[src/mmu_pkg.sv]
// Shared widths, encodings and entry types for the data-side MMU, imported by every RTL block
package mmu_pkg;

  // Sv39 virtual address split
  localparam int vaddr_width_lp       = 39;
  localparam int page_offset_width_lp = 12;
  localparam int vtag_width_lp        = vaddr_width_lp - page_offset_width_lp;

  // 40-bit physical address, domain id at the top of the tag
  localparam int ptag_width_lp  = 28;
  localparam int did_width_lp   = 3;
  localparam int lppn_width_lp  = ptag_width_lp - did_width_lp;

  localparam logic [did_width_lp-1:0] io_did_lp = 3'd1;

  // Page of 0x8000_0000, start of cached memory in domain 0
  localparam logic [lppn_width_lp-1:0] dram_base_ppn_lp = 25'h008_0000;

  localparam int dtlb_els_lp       = 8;
  localparam int dtlb_idx_width_lp = 3;

  typedef enum logic [1:0] {
    e_priv_u = 2'b00,
    e_priv_s = 2'b01,
    e_priv_m = 2'b11
  } priv_e;

  typedef enum logic [1:0] {
    e_op_load   = 2'b00,
    e_op_store  = 2'b01,
    e_op_fencei = 2'b10
  } mem_op_e;

  // RISC-V mcause values for data-side faults
  typedef enum logic [3:0] {
    e_load_access_fault  = 4'd5,
    e_store_access_fault = 4'd7,
    e_load_page_fault    = 4'd13,
    e_store_page_fault   = 4'd15
  } ecode_e;

  // Leaf PTE bits kept in the TLB
  typedef struct packed {
    logic [ptag_width_lp-1:0] ptag;
    logic                     u;
    logic                     w;
    logic                     d;
  } pte_leaf_s;

  // Physical tag seen whole or as domain plus local page
  typedef union packed {
    logic [ptag_width_lp-1:0] ppn;
    struct packed {
      logic [did_width_lp-1:0]  did;
      logic [lppn_width_lp-1:0] lppn;
    } dom;
  } ptag_u;

endpackage

[src/access_check.sv]
`timescale 1ns/10ps
// Page-fault and access-fault decode on the stage-2 physical tag, feeds the MMU response
module access_check (
  input  mmu_pkg::mem_op_e   op_i,
  input  logic               translated_i,
  input  mmu_pkg::pte_leaf_s entry_i,
  input  mmu_pkg::ptag_u     ptag_i,
  input  mmu_pkg::priv_e     priv_mode_i,
  input  logic               mstatus_sum_i,
  input  logic               uncached_mode_i,
  output logic               exc_v_o,
  output mmu_pkg::ecode_e    ecode_o
);
  import mmu_pkg::*;

  logic is_store;
  logic is_fencei;
  logic priv_fault;
  logic write_fault;
  logic page_fault;
  logic uncached_addr;
  logic did_fault;
  logic mode_fault;
  logic access_fault;

  assign is_store  = (op_i == e_op_store);
  assign is_fencei = (op_i == e_op_fencei);

  // S-mode touching user pages needs SUM, U-mode only sees user pages
  assign priv_fault = ((priv_mode_i == e_priv_s) && !mstatus_sum_i && entry_i.u)
                    || ((priv_mode_i == e_priv_u) && !entry_i.u);

  // Dirty bit is never set by hardware here
  assign write_fault = is_store && (!entry_i.w || !entry_i.d);

  assign page_fault = translated_i && (priv_fault || write_fault);

  // Other domains and low memory in domain 0 are uncached
  assign uncached_addr = (ptag_i.dom.did != '0)
                       || (ptag_i.dom.lppn < dram_base_ppn_lp);

  assign did_fault  = (ptag_i.dom.did != '0) && (ptag_i.dom.did != io_did_lp);
  assign mode_fault = uncached_mode_i && !uncached_addr;

  assign access_fault = did_fault || mode_fault;

  assign exc_v_o = !is_fencei && (page_fault || access_fault);

  // Page fault has priority
  always_comb begin
    if (page_fault) begin
      ecode_o = is_store ? e_store_page_fault : e_load_page_fault;
    end else begin
      ecode_o = is_store ? e_store_access_fault : e_load_access_fault;
    end
  end

endmodule

[src/dtlb.sv]
`timescale 1ns/10ps
// Fully associative data TLB with registered lookup, filled one entry per cycle by the walker
module dtlb (
  input  logic                              clk_i,
  input  logic                              reset_i,
  input  logic                              flush_i,
  input  logic                              r_v_i,
  input  logic [mmu_pkg::vtag_width_lp-1:0] r_vtag_i,
  input  logic                              w_v_i,
  input  logic [mmu_pkg::vtag_width_lp-1:0] w_vtag_i,
  input  mmu_pkg::pte_leaf_s                w_entry_i,
  output logic                              r_hit_o,
  output mmu_pkg::pte_leaf_s                r_entry_o
);
  import mmu_pkg::*;

  logic [dtlb_els_lp-1:0]       valid_r;
  logic [vtag_width_lp-1:0]     tag_r   [dtlb_els_lp];
  pte_leaf_s                    entry_r [dtlb_els_lp];
  logic [dtlb_idx_width_lp-1:0] victim_r;

  logic [dtlb_els_lp-1:0]       r_match;
  logic [dtlb_els_lp-1:0]       w_match;
  logic                         w_hit;
  logic [dtlb_idx_width_lp-1:0] w_match_idx;
  logic [dtlb_idx_width_lp-1:0] w_idx;
  pte_leaf_s                    r_entry_mux;

  // Parallel tag compare for both ports
  always_comb begin
    r_match     = '0;
    w_match     = '0;
    w_match_idx = '0;
    r_entry_mux = '0;
    for (int i = 0; i < dtlb_els_lp; i++) begin
      r_match[i] = valid_r[i] && (tag_r[i] == r_vtag_i);
      w_match[i] = valid_r[i] && (tag_r[i] == w_vtag_i);
      if (r_match[i]) begin
        r_entry_mux = entry_r[i];
      end
      if (w_match[i]) begin
        w_match_idx = dtlb_idx_width_lp'(i);
      end
    end
  end

  assign w_hit = |w_match;

  // Refill of a resident tag replaces it in place
  assign w_idx = w_hit ? w_match_idx : victim_r;

  always_ff @(posedge clk_i) begin
    if (reset_i) begin
      valid_r  <= '0;
      victim_r <= '0;
      r_hit_o  <= 1'b0;
    end else begin
      if (flush_i) begin
        valid_r <= '0;
      end else if (w_v_i) begin
        valid_r[w_idx] <= 1'b1;
      end
      // Round-robin victim moves only on a fresh allocation
      if (w_v_i && !w_hit) begin
        victim_r <= victim_r + 1'b1;
      end
      r_hit_o <= r_v_i && (|r_match);
    end
  end

  always_ff @(posedge clk_i) begin
    if (w_v_i) begin
      tag_r[w_idx]   <= w_vtag_i;
      entry_r[w_idx] <= w_entry_i;
    end
    if (r_v_i) begin
      r_entry_o <= r_entry_mux;
    end
  end

  // In-place refill must keep every tag resident at most once
  a_match_onehot: assert property (
    @(posedge clk_i) disable iff (reset_i)
    r_v_i |-> $onehot0(r_match)
  );

endmodule

[src/mmu_top.sv]
`timescale 1ns/10ps
// Data-side MMU top, takes load/store/fence.i commands and answers two cycles after acceptance
module mmu_top (
  input  logic                               clk_i,
  input  logic                               reset_i,

  input  logic                               mmu_cmd_v_i,
  input  mmu_pkg::mem_op_e                   mmu_cmd_op_i,
  input  logic [mmu_pkg::vaddr_width_lp-1:0] mmu_cmd_vaddr_i,
  output logic                               mmu_cmd_ready_o,

  input  logic                               chk_poison_i,

  input  mmu_pkg::priv_e                     priv_mode_i,
  input  logic                               mstatus_sum_i,
  input  logic                               translation_en_i,
  input  logic                               uncached_mode_i,

  input  logic                               dtlb_flush_i,
  input  logic                               tlb_fill_v_i,
  input  logic [mmu_pkg::vtag_width_lp-1:0]  tlb_fill_vtag_i,
  input  mmu_pkg::pte_leaf_s                 tlb_fill_entry_i,

  output logic                               mem_resp_v_o,
  output logic [mmu_pkg::ptag_width_lp-1:0]  mem_resp_ptag_o,
  output logic                               mem_resp_miss_o,
  output logic                               mem_resp_exc_v_o,
  output mmu_pkg::ecode_e                    mem_resp_ecode_o,
  output logic [mmu_pkg::vtag_width_lp-1:0]  miss_vtag_o
);
  import mmu_pkg::*;

  logic cmd_accept;
  logic lookup_v;

  // Stage 1
  logic                      s1_v_r;
  mem_op_e                   s1_op_r;
  logic [vaddr_width_lp-1:0] s1_vaddr_r;
  priv_e                     s1_priv_r;
  logic                      s1_sum_r;
  logic                      s1_tr_en_r;
  logic                      s1_uc_mode_r;

  // Stage 2
  logic                      s2_v_r;
  mem_op_e                   s2_op_r;
  logic [vaddr_width_lp-1:0] s2_vaddr_r;
  priv_e                     s2_priv_r;
  logic                      s2_sum_r;
  logic                      s2_tr_en_r;
  logic                      s2_uc_mode_r;
  logic                      s2_hit_r;
  pte_leaf_s                 s2_entry_r;

  logic                      dtlb_hit;
  pte_leaf_s                 dtlb_entry;
  logic [vtag_width_lp-1:0]  s2_vtag;
  ptag_u                     s2_ptag;
  logic                      s2_fencei;
  logic                      chk_exc_v;
  ecode_e                    chk_ecode;

  // Fill owns the TLB port for its cycle
  assign mmu_cmd_ready_o = !tlb_fill_v_i;
  assign cmd_accept      = mmu_cmd_v_i && mmu_cmd_ready_o;
  assign lookup_v        = cmd_accept && (mmu_cmd_op_i != e_op_fencei);

  dtlb dtlb (
    .clk_i     (clk_i),
    .reset_i   (reset_i),
    .flush_i   (dtlb_flush_i),
    .r_v_i     (lookup_v),
    .r_vtag_i  (mmu_cmd_vaddr_i[vaddr_width_lp-1:page_offset_width_lp]),
    .w_v_i     (tlb_fill_v_i),
    .w_vtag_i  (tlb_fill_vtag_i),
    .w_entry_i (tlb_fill_entry_i),
    .r_hit_o   (dtlb_hit),
    .r_entry_o (dtlb_entry)
  );

  always_ff @(posedge clk_i) begin
    if (reset_i) begin
      s1_v_r <= 1'b0;
      s2_v_r <= 1'b0;
    end else begin
      s1_v_r <= cmd_accept;
      // Poison kills the command on its way out of stage 1
      s2_v_r <= s1_v_r && !chk_poison_i;
    end
  end

  always_ff @(posedge clk_i) begin
    if (cmd_accept) begin
      s1_op_r      <= mmu_cmd_op_i;
      s1_vaddr_r   <= mmu_cmd_vaddr_i;
      s1_priv_r    <= priv_mode_i;
      s1_sum_r     <= mstatus_sum_i;
      s1_tr_en_r   <= translation_en_i;
      s1_uc_mode_r <= uncached_mode_i;
    end
    if (s1_v_r) begin
      s2_op_r      <= s1_op_r;
      s2_vaddr_r   <= s1_vaddr_r;
      s2_priv_r    <= s1_priv_r;
      s2_sum_r     <= s1_sum_r;
      s2_tr_en_r   <= s1_tr_en_r;
      s2_uc_mode_r <= s1_uc_mode_r;
      s2_hit_r     <= dtlb_hit;
      s2_entry_r   <= dtlb_entry;
    end
  end

  assign s2_vtag   = s2_vaddr_r[vaddr_width_lp-1:page_offset_width_lp];
  assign s2_fencei = (s2_op_r == e_op_fencei);

  // Bare mode passes the virtual page through
  assign s2_ptag.ppn = s2_tr_en_r ? s2_entry_r.ptag : ptag_width_lp'(s2_vtag);

  access_check access_check (
    .op_i            (s2_op_r),
    .translated_i    (s2_tr_en_r),
    .entry_i         (s2_entry_r),
    .ptag_i          (s2_ptag),
    .priv_mode_i     (s2_priv_r),
    .mstatus_sum_i   (s2_sum_r),
    .uncached_mode_i (s2_uc_mode_r),
    .exc_v_o         (chk_exc_v),
    .ecode_o         (chk_ecode)
  );

  assign mem_resp_v_o     = s2_v_r;
  assign mem_resp_ptag_o  = s2_ptag.ppn;
  assign mem_resp_miss_o  = s2_v_r && !s2_fencei && s2_tr_en_r && !s2_hit_r;
  // Checker result only counts with a usable physical tag
  assign mem_resp_exc_v_o = s2_v_r && (!s2_tr_en_r || s2_hit_r) && chk_exc_v;
  assign mem_resp_ecode_o = chk_ecode;

  // Walker reads the tag of the latest miss
  always_ff @(posedge clk_i) begin
    if (reset_i) begin
      miss_vtag_o <= '0;
    end else if (mem_resp_miss_o) begin
      miss_vtag_o <= s2_vtag;
    end
  end

  a_miss_not_exc: assert property (
    @(posedge clk_i) disable iff (reset_i)
    !(mem_resp_miss_o && mem_resp_exc_v_o)
  );

  a_fill_blocks_cmd: assert property (
    @(posedge clk_i) disable iff (reset_i)
    tlb_fill_v_i |-> !mmu_cmd_ready_o
  );

endmodule

[config.mk]
export PLATFORM = sky130hd
export DESIGN_NAME = mmu_top
export DESIGN_NICKNAME = d
export VERILOG_FILES = /design/src/mmu_pkg.sv /design/src/access_check.sv /design/src/dtlb.sv /design/src/mmu_top.sv
export SDC_FILE = /design/constraint.sdc
export NUM_CORES = 1
export LEC_CHECK = 0
export BUFFER_PORTS_ARGS = -buffer_cell sky130_fd_sc_hd__buf_2
export CORE_ASPECT_RATIO = 1.25
export CORE_MARGIN = 2
export CORE_UTILIZATION = 30
export DETAILED_ROUTE_END_ITERATION = 12
export PLACE_DENSITY_LB_ADDON = 0.12
export RECOVER_POWER = 25
export SLEW_MARGIN = 20
export SYNTH_ARGS = -nofsm -noshare
export SYNTH_HDL_FRONTEND = slang
export SYNTH_HIERARCHICAL = 1
export SYNTH_SLANG_ARGS = --single-unit
[constraint.sdc]
create_clock -name clk_i -period 8.5 [get_ports clk_i]
set_clock_uncertainty 0.15 [all_clocks]
set_input_delay 0.85 -clock clk_i [delete_from_list [all_inputs] [get_ports clk_i]]
set_output_delay 0.85 -clock clk_i [all_outputs]
set_load 0.05 [all_outputs]
; ---- Word-level counts from Yosys, hierarchy flattened
; Memory sizes are Yosys's and may differ from the RTL's.
; Cells that the tools add are included.
[word_totals]
register_bits = 196
mem_bits_rw = 464
in_bits = 110
out_inout_bits = 63
wordCells = 137
memories = 2
[op_classes]
addsub = 1
magnitude_cmp = 3
n_eq_ne = 21
n_mux = 24
bitwise = 1
n_reduce_logical = 58
[mem_list]
columns = memory, words, word_bits, rd, rd_clocked_by_memory_dff, write_ports, line_no
row1 = dtlb.entry_r, 8, 31, 8, 0, 1, dtlb.sv:19  ; pte_leaf_s entry_r [dtlb_els_lp];
row2 = dtlb.tag_r, 8, 27, 8, 0, 1, dtlb.sv:18  ; logic [vtag_width_lp-1:0] tag_r [dtlb_els_lp];
[ops]
columns = operator, count
row1 = == test 27 bit, 16
row2 = two-way mux 31 bit, 8
row3 = logical AND 1 bit, 35
row4 = two-way mux 28 bit, 1
row5 = less-than comparator 25 x 20 -> 1 bit (second input constant), 1
row6 = OR reduction 8 bit, 2
row7 = two-way mux 3 bit, 5
row8 = zero test 1 bit, 11
row9 = two-way mux 2 bit, 4
row10 = bitwise OR 8 bit, 1
row11 = logical OR 1 bit, 7
row12 = == test 2 x 1 -> 1 bit (second input constant), 2
row13 = less-than comparator 3 x 4 -> 1 bit (second input constant), 1
row14 = two-way mux 1 bit, 4
row15 = two-way mux 4 bit, 1
row16 = adder 3 x 1 -> 3 bit (second input constant), 1
row17 = demux 1 bit (select 3 bit), 1
row18 = >= comparator 3 x 1 -> 1 bit (second input constant), 1
row19 = != test 3 x 1 -> 1 bit (second input constant), 1
row20 = nonzero test 3 bit, 1
row21 = == test 2 bit (second input constant), 1
row22 = zero test 2 bit, 1
row23 = != test 2 bit (second input constant), 1
row24 = OR reduction 2 bit, 1

; ---- Longest topological paths before layout
; Gate-level depths: netlist of the first run.
; An unclocked memory read counts as a cell.
[depth]
word_depth = 16
mapped_depth = 11
depth_no_buf = 8

; ---- By module
; The synthesis of the first run kept the hierarchy.
[modules_own_cells]
columns = mod, n_inst, cells_each, area_each_um2, seq_area_each_um2
row1 = dtlb, 1, 1703, 23070.9, 15104.5
row2 = mmu_top, 1, 262, 4652.0, 3583.4
row3 = access_check, 1, 16, 118.9, 0.0

; ---- Worst setup path before layout of the first run
; No wires, ideal clock.
[synth_path]
kind = in2reg
from = in tlb_fill_vtag_i[16] in the netlist's numbering
to = mem dtlb/entry_r[0][0] in the netlist's numbering (enable)
setup_time_ps = 474
arrival_ps = 5158
t_required_ps = 7876
slack_ps = 2718
path_stages = 8
path_buffers = 1
cell_sequence = buf_2 -> xnor2_1 -> nand4_1 -> or4_1 -> o2111ai_2 -> o221ai_2 -> or3_1 -> nor2_1
[synth_via]
elab_chain_len = 10
elab_cells_between_ends = 25
cone_classes = 8 x eq/ne / 8 x mux / 9 x reduce/logical
[synth_lines]
columns = element, line_no
row1 = start: declaration, mmu_top.sv:21  ; input logic [mmu_pkg::vtag_width_lp-1:0] tlb_fill_vtag_i,
row2 = == test 27 bit, dtlb.sv:37  ; w_match[i] = valid_r[i] && (tag_r[i] == w_vtag_i);
row3 = logical AND 1 bit, dtlb.sv:37
row4 = two-way mux 1 bit, dtlb.sv:41  ; if (w_match[i]) begin
row5 = two-way mux 2 bit (2 in a row), dtlb.sv:41
row6 = two-way mux 3 bit (4 in a row), dtlb.sv:41
row7 = two-way mux 3 bit *, dtlb.sv:50  ; assign w_idx = w_hit ? w_match_idx : victim_r;
row8 = end: declaration, dtlb.sv:19
; Mark *: on every way between the ends. The rest lies on a longest branch, timed or not.

; ---- Worst setup path in the final report of the first run
[layout_path]
from = in tlb_fill_vtag_i[14] in the netlist's numbering
to = mem dtlb/entry_r[0][19] in the netlist's numbering (enable)
; Same word-level chain as after synthesis.

==> results of run 1 <==
==> cell type report <==
cell class              count  area share [%]
repair buffers            192            3.13
clock inverters            40           0.962
multi-input cells        1177            26.5
inverters                  39           0.458
flip-flops and latches    636            58.4
clock buffers              85            5.81
diodes                      3          0.0235
well taps                1197            4.68
==> worst min-delay path by stage <==
stage | startpoint | endpoint | slack (ns)
6_report | chk_poison_i | mem_resp_v_o | 0.24
5_1_grt | chk_poison_i | mem_resp_v_o | 0.22
4_1_cts | chk_poison_i | mem_resp_v_o | 0.20
3_5_place_dp | dtlb/r_entry_o[0] | s2_entry_r[0] | 0.25
3_3_place_gp | dtlb/r_hit_o | s2_hit_r | 0.25
2_1_floorplan | dtlb/r_hit_o | s2_hit_r | 0.24
==> cells in the mapped netlist (39+ instances only) <==
cell and instances:
nand2_1 49, nand4_1 87, o21ai_0 67, a21oi_1 92, buf_2 62, nor4_1 51
xor2_1 144, inv_1 39, clkbuf_1 57, nor2_1 76, xnor2_1 290, nand2b_1 57
dfxtp_1 41, edfxtp_1 595
==> metal layers <==
| metal | wire length [um] | vias to the layer above |
|---|---|---|
| met5 | 128 | - |
| met4 | 2190 | 20 |
| met2 | 44400 | 449 |
| li1 | - | 7515 |
| met1 | 41600 | 8559 |
| met3 | 4800 | 126 |
==> cells in the final DEF, fill, tap and decap left out, drive strengths merged, types with 29 or more instances in the layout <==
cell,Yosys,final
nand2b,57,57
nand4,87,87
clkinv,0,32
buf,73,157
o2111ai,31,31
o31a,29,29
inv,39,41
clkbuf,57,120
nand2,49,49
o21ai,89,89
dfxtp,41,41
edfxtp,595,595
xor2,144,144
nor4,53,53
nor2,76,76
xnor2,290,290
nand3,35,35
mux2i,31,31
a21oi,92,92
and2,34,34
==> power by group <==
part           internal, uW  switching (uW)
registers              3520            43.8
logic                   127             315
clock network          1650            1280
==> worst register-to-register path, delay by kind of cell, from the launching register on <==
kind | cells | cell delay [ns]
AND/OR/NAND/NOR | 5 | 2.26
buffers and inverters | 1 | 0.62
AO/OA/AOI/OAI | 2 | 0.46
flip-flops | 1 | 0.43
XOR/XNOR | 1 | 0.18
==> stage by stage <==
step,instance area (um2),power [uW],util (%),hold WS [ns]
2_1_floorplan,27800,3870,-,0.236
3_3_place_gp,29900,4070,32.6,0.247
3_5_place_dp,29900,4080,32.6,0.255
6_report,32000,6930,34.9,0.240
4_1_cts,32000,7030,34.9,0.198
5_1_grt,32000,7160,34.9,0.221
==> logic make-up (layout without fill, tap and decap cells) <==
kind of cell / Yosys count / in the layout / synth area share (%)
simple gates: 420 / 420 / 8.35
other cells: 1 / 5 / 0.0135
xor+xnor: 434 / 434 / 13.7
mux: 58 / 58 / 2.21
flops: 636 / 636 / 67.1
fa+ha+maj: 1 / 1 / 0.0449
compound gates: 262 / 262 / 5.82
buf+inv: 169 / 356 / 2.80
==> flip-flops by register name, indices dropped and copies added, names as in the netlist, 2 cells and up <==
signal	flops
s1_op_r	2
s2_vaddr_r	27
s1_priv_r	2
s2_priv_r	2
dtlb/entry_r	248
dtlb/r_entry_o	31
s2_entry_r	31
miss_vtag_o	27
s1_vaddr_r	27
dtlb/tag_r	216
s2_op_r	2
dtlb/valid_r	8
dtlb/victim_r	3
==> metrics.txt, run 1 <==
worst path arrival time around 5.6 ns; Synth top area share between 60% and 70%; hold-fix buffers at CTS 0; filler instances around 8900; sequential area share after synthesis 67.1%; share of cells above drive strength 1 ~14%; Vias approximately 17000; Final GP Congestion between 0.7 and 0.8; status finished with violations; max_slew headroom -6.69%; Synth Warn # 6; Hold Violations, Final 0; fin. max-slew vios 17; maximum clock frequency around 180 MHz; Final Cycle Share between 60% and 70%; Clock Sinks 636; failing checks max-capacitance violations, max-slew violations; WP buf/inv 3; DP Worst Slack 2.97 ns; CP top delay family simple AND/OR/NAND/NOR gates; Synth-to-Final Area Change 14.9%; DP Cell Count approximately 3200; first-iteration detailed-routing DRC count around 1200; Async SR Flop Fraction 0%; TritonCTS Buffers a little under 70; syn avg cell area 14.1 um2; worst-case reg-to-reg path depth 9; Resized Gates After CTS 0; routed len/inst approximately 28 um; maximum VDD drop between 0.0001 and 0.00015 V; area of the multi-input gates around 8500 um2; Core Region between 90000 and 100000 um2; grt met1 use about a quarter; Reg2Reg Setup Slack slightly below 4 ns; pin count of the biggest net entering global routing 64; worst hold-check path type in -> reg; RSZ-0062 raised after global routing no; Max-cap violations 1; vias per cell roughly 4.9; Die X 276 um; DRC 0; Post-Syn Area 27800 um2; setup TNS 0 ns; slew of the pin with the lowest slew margin between 1.5 and 2 ns; CP max stage cell clkbuf_1; FF-to-FF End dtlb/entry_r[0][19]; CP required around 8.6 ns; worst setup path start tlb_fill_vtag_i[14]; Crit. path cell count 11; Port Buffers 158; Final WS setup about 3.0 ns; critical path's most frequent cell nand4_1; first-pass GRT wire length approximately 130000 um; CP Cell Sequence buf_2, clkbuf_1, xnor2_1, nand4_1, nor4_1, nand4_1, o2111ai_2, o221ai_2, or3_1, nor2_4, buf_4; number of flops mapped to enable cells by yosys about 600; RR Startpoint dtlb/tag_r[1][16]; vias in the first global route roughly 17000; crit-path max cell delay about 1.2 ns; critical path startpoint category input port; chip height ~340 um; post-synthesis cell count just under 2000; capturing element type of the critical path flop; Nets around 2200; site row count approximately 120; WL final 93100 um; WHS Path Cells 2; met3 usage between 3 and 4%; initial antenna violation count 17; global route overflow 0; GRT Total Usage around a fifth; ys flop type edfxtp_1; Power per Cell Area between 200 and 250 nW/um2; WS Path Type in -> reg; H-tree depth 3; HPWL after DPL between 50000 and 60000 um; CTS clock-pin slew for the worst setup and hold paths 0.06 ns; clock tree buffer depth 3; clock root cell clkbuf_16; Final Non-Filler Cells approximately 3400; peak fanout along the critical path 31; die area 95300 um2; post-CTS setup buffers 0; TritonCTS clock tree yes; Setup Viol. Count Final 0; Synth area leader edfxtp_1; register area around 19000 um2; clock latency on the worst-skew pair 0.63 ns; FF+latch count, synth between 600 and 700; ANT nets after route 0; leakage power 0.0102 uW; final worst path period need 5.54 ns; Ports roughly 170; DRT Pass-1 Iters 5; GRT Max-Usage Layer met2; GR met2 Demand/Resource 32.7%; Setup crit end dtlb/entry_r[0][19]; Yosys cell types 61; Area contributors post-synth edfxtp_1 (64%), xnor2_1 (9.1%), xor2_1 (4.5%), dfxtp_1 (2.9%), nand4_1 (2.0%); Initial Util between 30% and 40%
Power figures use the tool's default switching activity.
==> run 2: changes to the inputs <==
==> constraint.sdc (replaced) <==
create_clock -name clk_i -period 5.8 [get_ports clk_i]
set_clock_uncertainty 0.15 [all_clocks]
set_input_delay 0.58 -clock clk_i [delete_from_list [all_inputs] [get_ports clk_i]]
set_output_delay 0.58 -clock clk_i [all_outputs]
set_load 0.05 [all_outputs]
==> metrics.txt, run 2 (synthesized netlist as in run 1, its figures left out) <==
status complete, no violations; most common cell after layout, fill and taps aside edfxtp_1; peak fanout along the critical path 15 (-52%); vias per cell 5.02 (+1.4%); Net Switching 2440 uW (+49%); Initial Util 30.4% (unchanged); WS Path Type in -> reg; Total Power 10300 uW (+48%); CP top delay family simple AND/OR/NAND/NOR gates; critical path startpoint category input port; chip height 345 um (unchanged); WHS Path Cells 1 (-1); Ports 173 (unchanged); filler instances 8846 (-0.92%); worst hold margin 0.118 ns (-0.122 ns); RSZ-0062 raised after global routing no; worst hold-check path type in -> reg; Final GP Congestion 0.820 (+4.3%); routed len/inst 28.4 um (+2.7%); fin. max-slew vios 0 (-17); Crit. path cell count 11 (unchanged); worst path arrival time 4.72 ns (-0.91 ns); WP buf/inv 3 (unchanged); most frequent cells in the layout edfxtp_1 (595), xnor2_1 (290), xor2_1 (144); hold-fix buffers at CTS 7 (+7); crit-path max cell delay 0.82 ns (-0.33 ns); first-iteration detailed-routing DRC count 1441 (+16%); Core Region 91700 um2 (unchanged); Die X 276 um (unchanged); maximum clock frequency 220 MHz; TritonCTS clock tree yes; clock tree buffer depth 3 (unchanged); capturing element type of the critical path flop; clock latency on the worst-skew pair 0.64 ns (about the same); die area 95300 um2 (unchanged); maximum VDD drop 0.000183 V (+46%); Top reg by flops dtlb/entry_r; slew of the pin with the lowest slew margin 1.19 ns (-0.412 ns); DRT Pass-1 Iters 7 (+2); initial antenna violation count 19 (+2); Final Cycle Share slightly below 80%; Setup Viol. Count Final 0 (unchanged); post-CTS setup buffers 0 (unchanged); Max-cap violations 0 (-1); max FFs per register 248 (unchanged); Gate power share 6.7% (+0.3 points); global route overflow 0 (unchanged); max_slew headroom 20.7% (+27 points); clock root cell clkbuf_16; setup TNS 0 ns (unchanged); vias in the first global route 17108 (+0.25%); GRT Total Usage 20.1% (+0.71 points); CTS clock-pin slew for the worst setup and hold paths 0.06 ns (about the same); sequential share of power 50.9% (-0.5 points); final worst path period need about 4.5 ns; CP max stage cell clkbuf_1; ANT nets after route 0 (unchanged); CP required 5.97 ns (-2.62 ns); site row count 124 (unchanged); DRC 0 (unchanged); TritonCTS Buffers 70 (+1.4%); Power per Cell Area 317 nW/um2 (+46%); Clk pwr share 42.5% (+0.2 points); first-pass GRT wire length 134000 um (+2.2%); Hold Violations, Final 0 (unchanged); worst-case reg-to-reg path depth 8 (-1); HPWL after DPL 60600 um (+9.1%); register area 18700 um2 (unchanged); share of cells above drive strength 1 14.6% (+0.31 points); H-tree depth 3 (unchanged); area of the multi-input gates 8480 um2 (unchanged); Top Registers dtlb/entry_r (248), dtlb/tag_r (216); design internal power 7830 uW (+48%); pin count of the biggest net entering global routing 64 (unchanged); Clock Sinks 636 (unchanged); Nets 2271 (+2.0%); Synth-to-Final Area Change 16.5%; Vias 17116 (+2.7%); switching share of power 23.7% (+0.14 points); leakage power 0.0104 uW (+1.8%); Port Buffers 158 (unchanged); Resized Gates After CTS 0 (unchanged); CP Cell Sequence clkbuf_1, buf_4, xnor2_1, nand4_1, nor4_1, and4_1, a21boi_0, o221a_2, or2_2, nor2_4, buf_12; WL final 96800 um (+4.0%)
==> run 2: final timing paths <==
kind / from / end / slack [ns]
setup / recovery: tlb_fill_vtag_i[7] / dtlb/tag_r[3][16] / 1.25
hold / removal: mmu_cmd_op_i[1] / s1_op_r[1] / 0.12
setup reg to reg: dtlb/tag_r[4][22] / dtlb/tag_r[3][16] / 1.69
hold reg to reg: s1_vaddr_r[22] / s2_vaddr_r[22] / 0.26
==> run 2: final cells by class <==
cell class | count | area share, %
inverters | 39 | 0.451
clock inverters | 29 | 0.849
diodes | 3 | 0.0231
well taps | 1197 | 4.62
repair buffers | 236 | 4.39
multi-input cells | 1177 | 26.1
clock buffers | 95 | 5.91
flip-flops and latches | 636 | 57.6
==> run 2: worst register-to-register path: stages (launching register included) <==
cell	delay [ns]
edfxtp_1	0.42
xor2_1	0.18
nor4_1	0.85
nand4_1	0.34
nand4_1	0.33
nor3_1	0.09
or2_2	0.45
nor2_4	0.74
buf_12	0.24
==> run 2: metal layers <==
layer | GRT usage (%) | wire, um | up-vias
li1 | - | - | 7611
met1 | 26.6 | 42500 | 8726
met2 | 32.9 | 45100 | 603
met3 | 4.32 | 6310 | 150
met4 | 6.71 | 2760 | 26
met5 | 0 | 149 | -
==> run 2: power groups by stage <==
| stage | Clock (uW) | Combinational (uW) | Sequential [uW] |
|---|---|---|---|
| 6_report | 4360 | 684 | 5220 |
| 5_1_grt | 4640 | 719 | 5230 |
| 4_1_cts | 4470 | 695 | 5220 |
| 3_5_place_dp | 0 | 688 | 5320 |
| 3_3_place_gp | 0 | 686 | 5320 |
| 2_1_floorplan | 0 | 373 | 5300 |
==> run 2: metrics by stage <==
step | util (%) | std cells | setup WS, ns | area, um2
floorplan | - | 1982 | 0.288 | 27800
global placement | 33.0 | 3278 | 1.17 | 30300
detailed placement | 33.0 | 3278 | 1.17 | 30300
CTS | 35.5 | 3409 | 1.37 | 32500
global route | 35.4 | 3411 | 1.15 | 32400
finish | 35.4 | 3412 | 1.25 | 32400
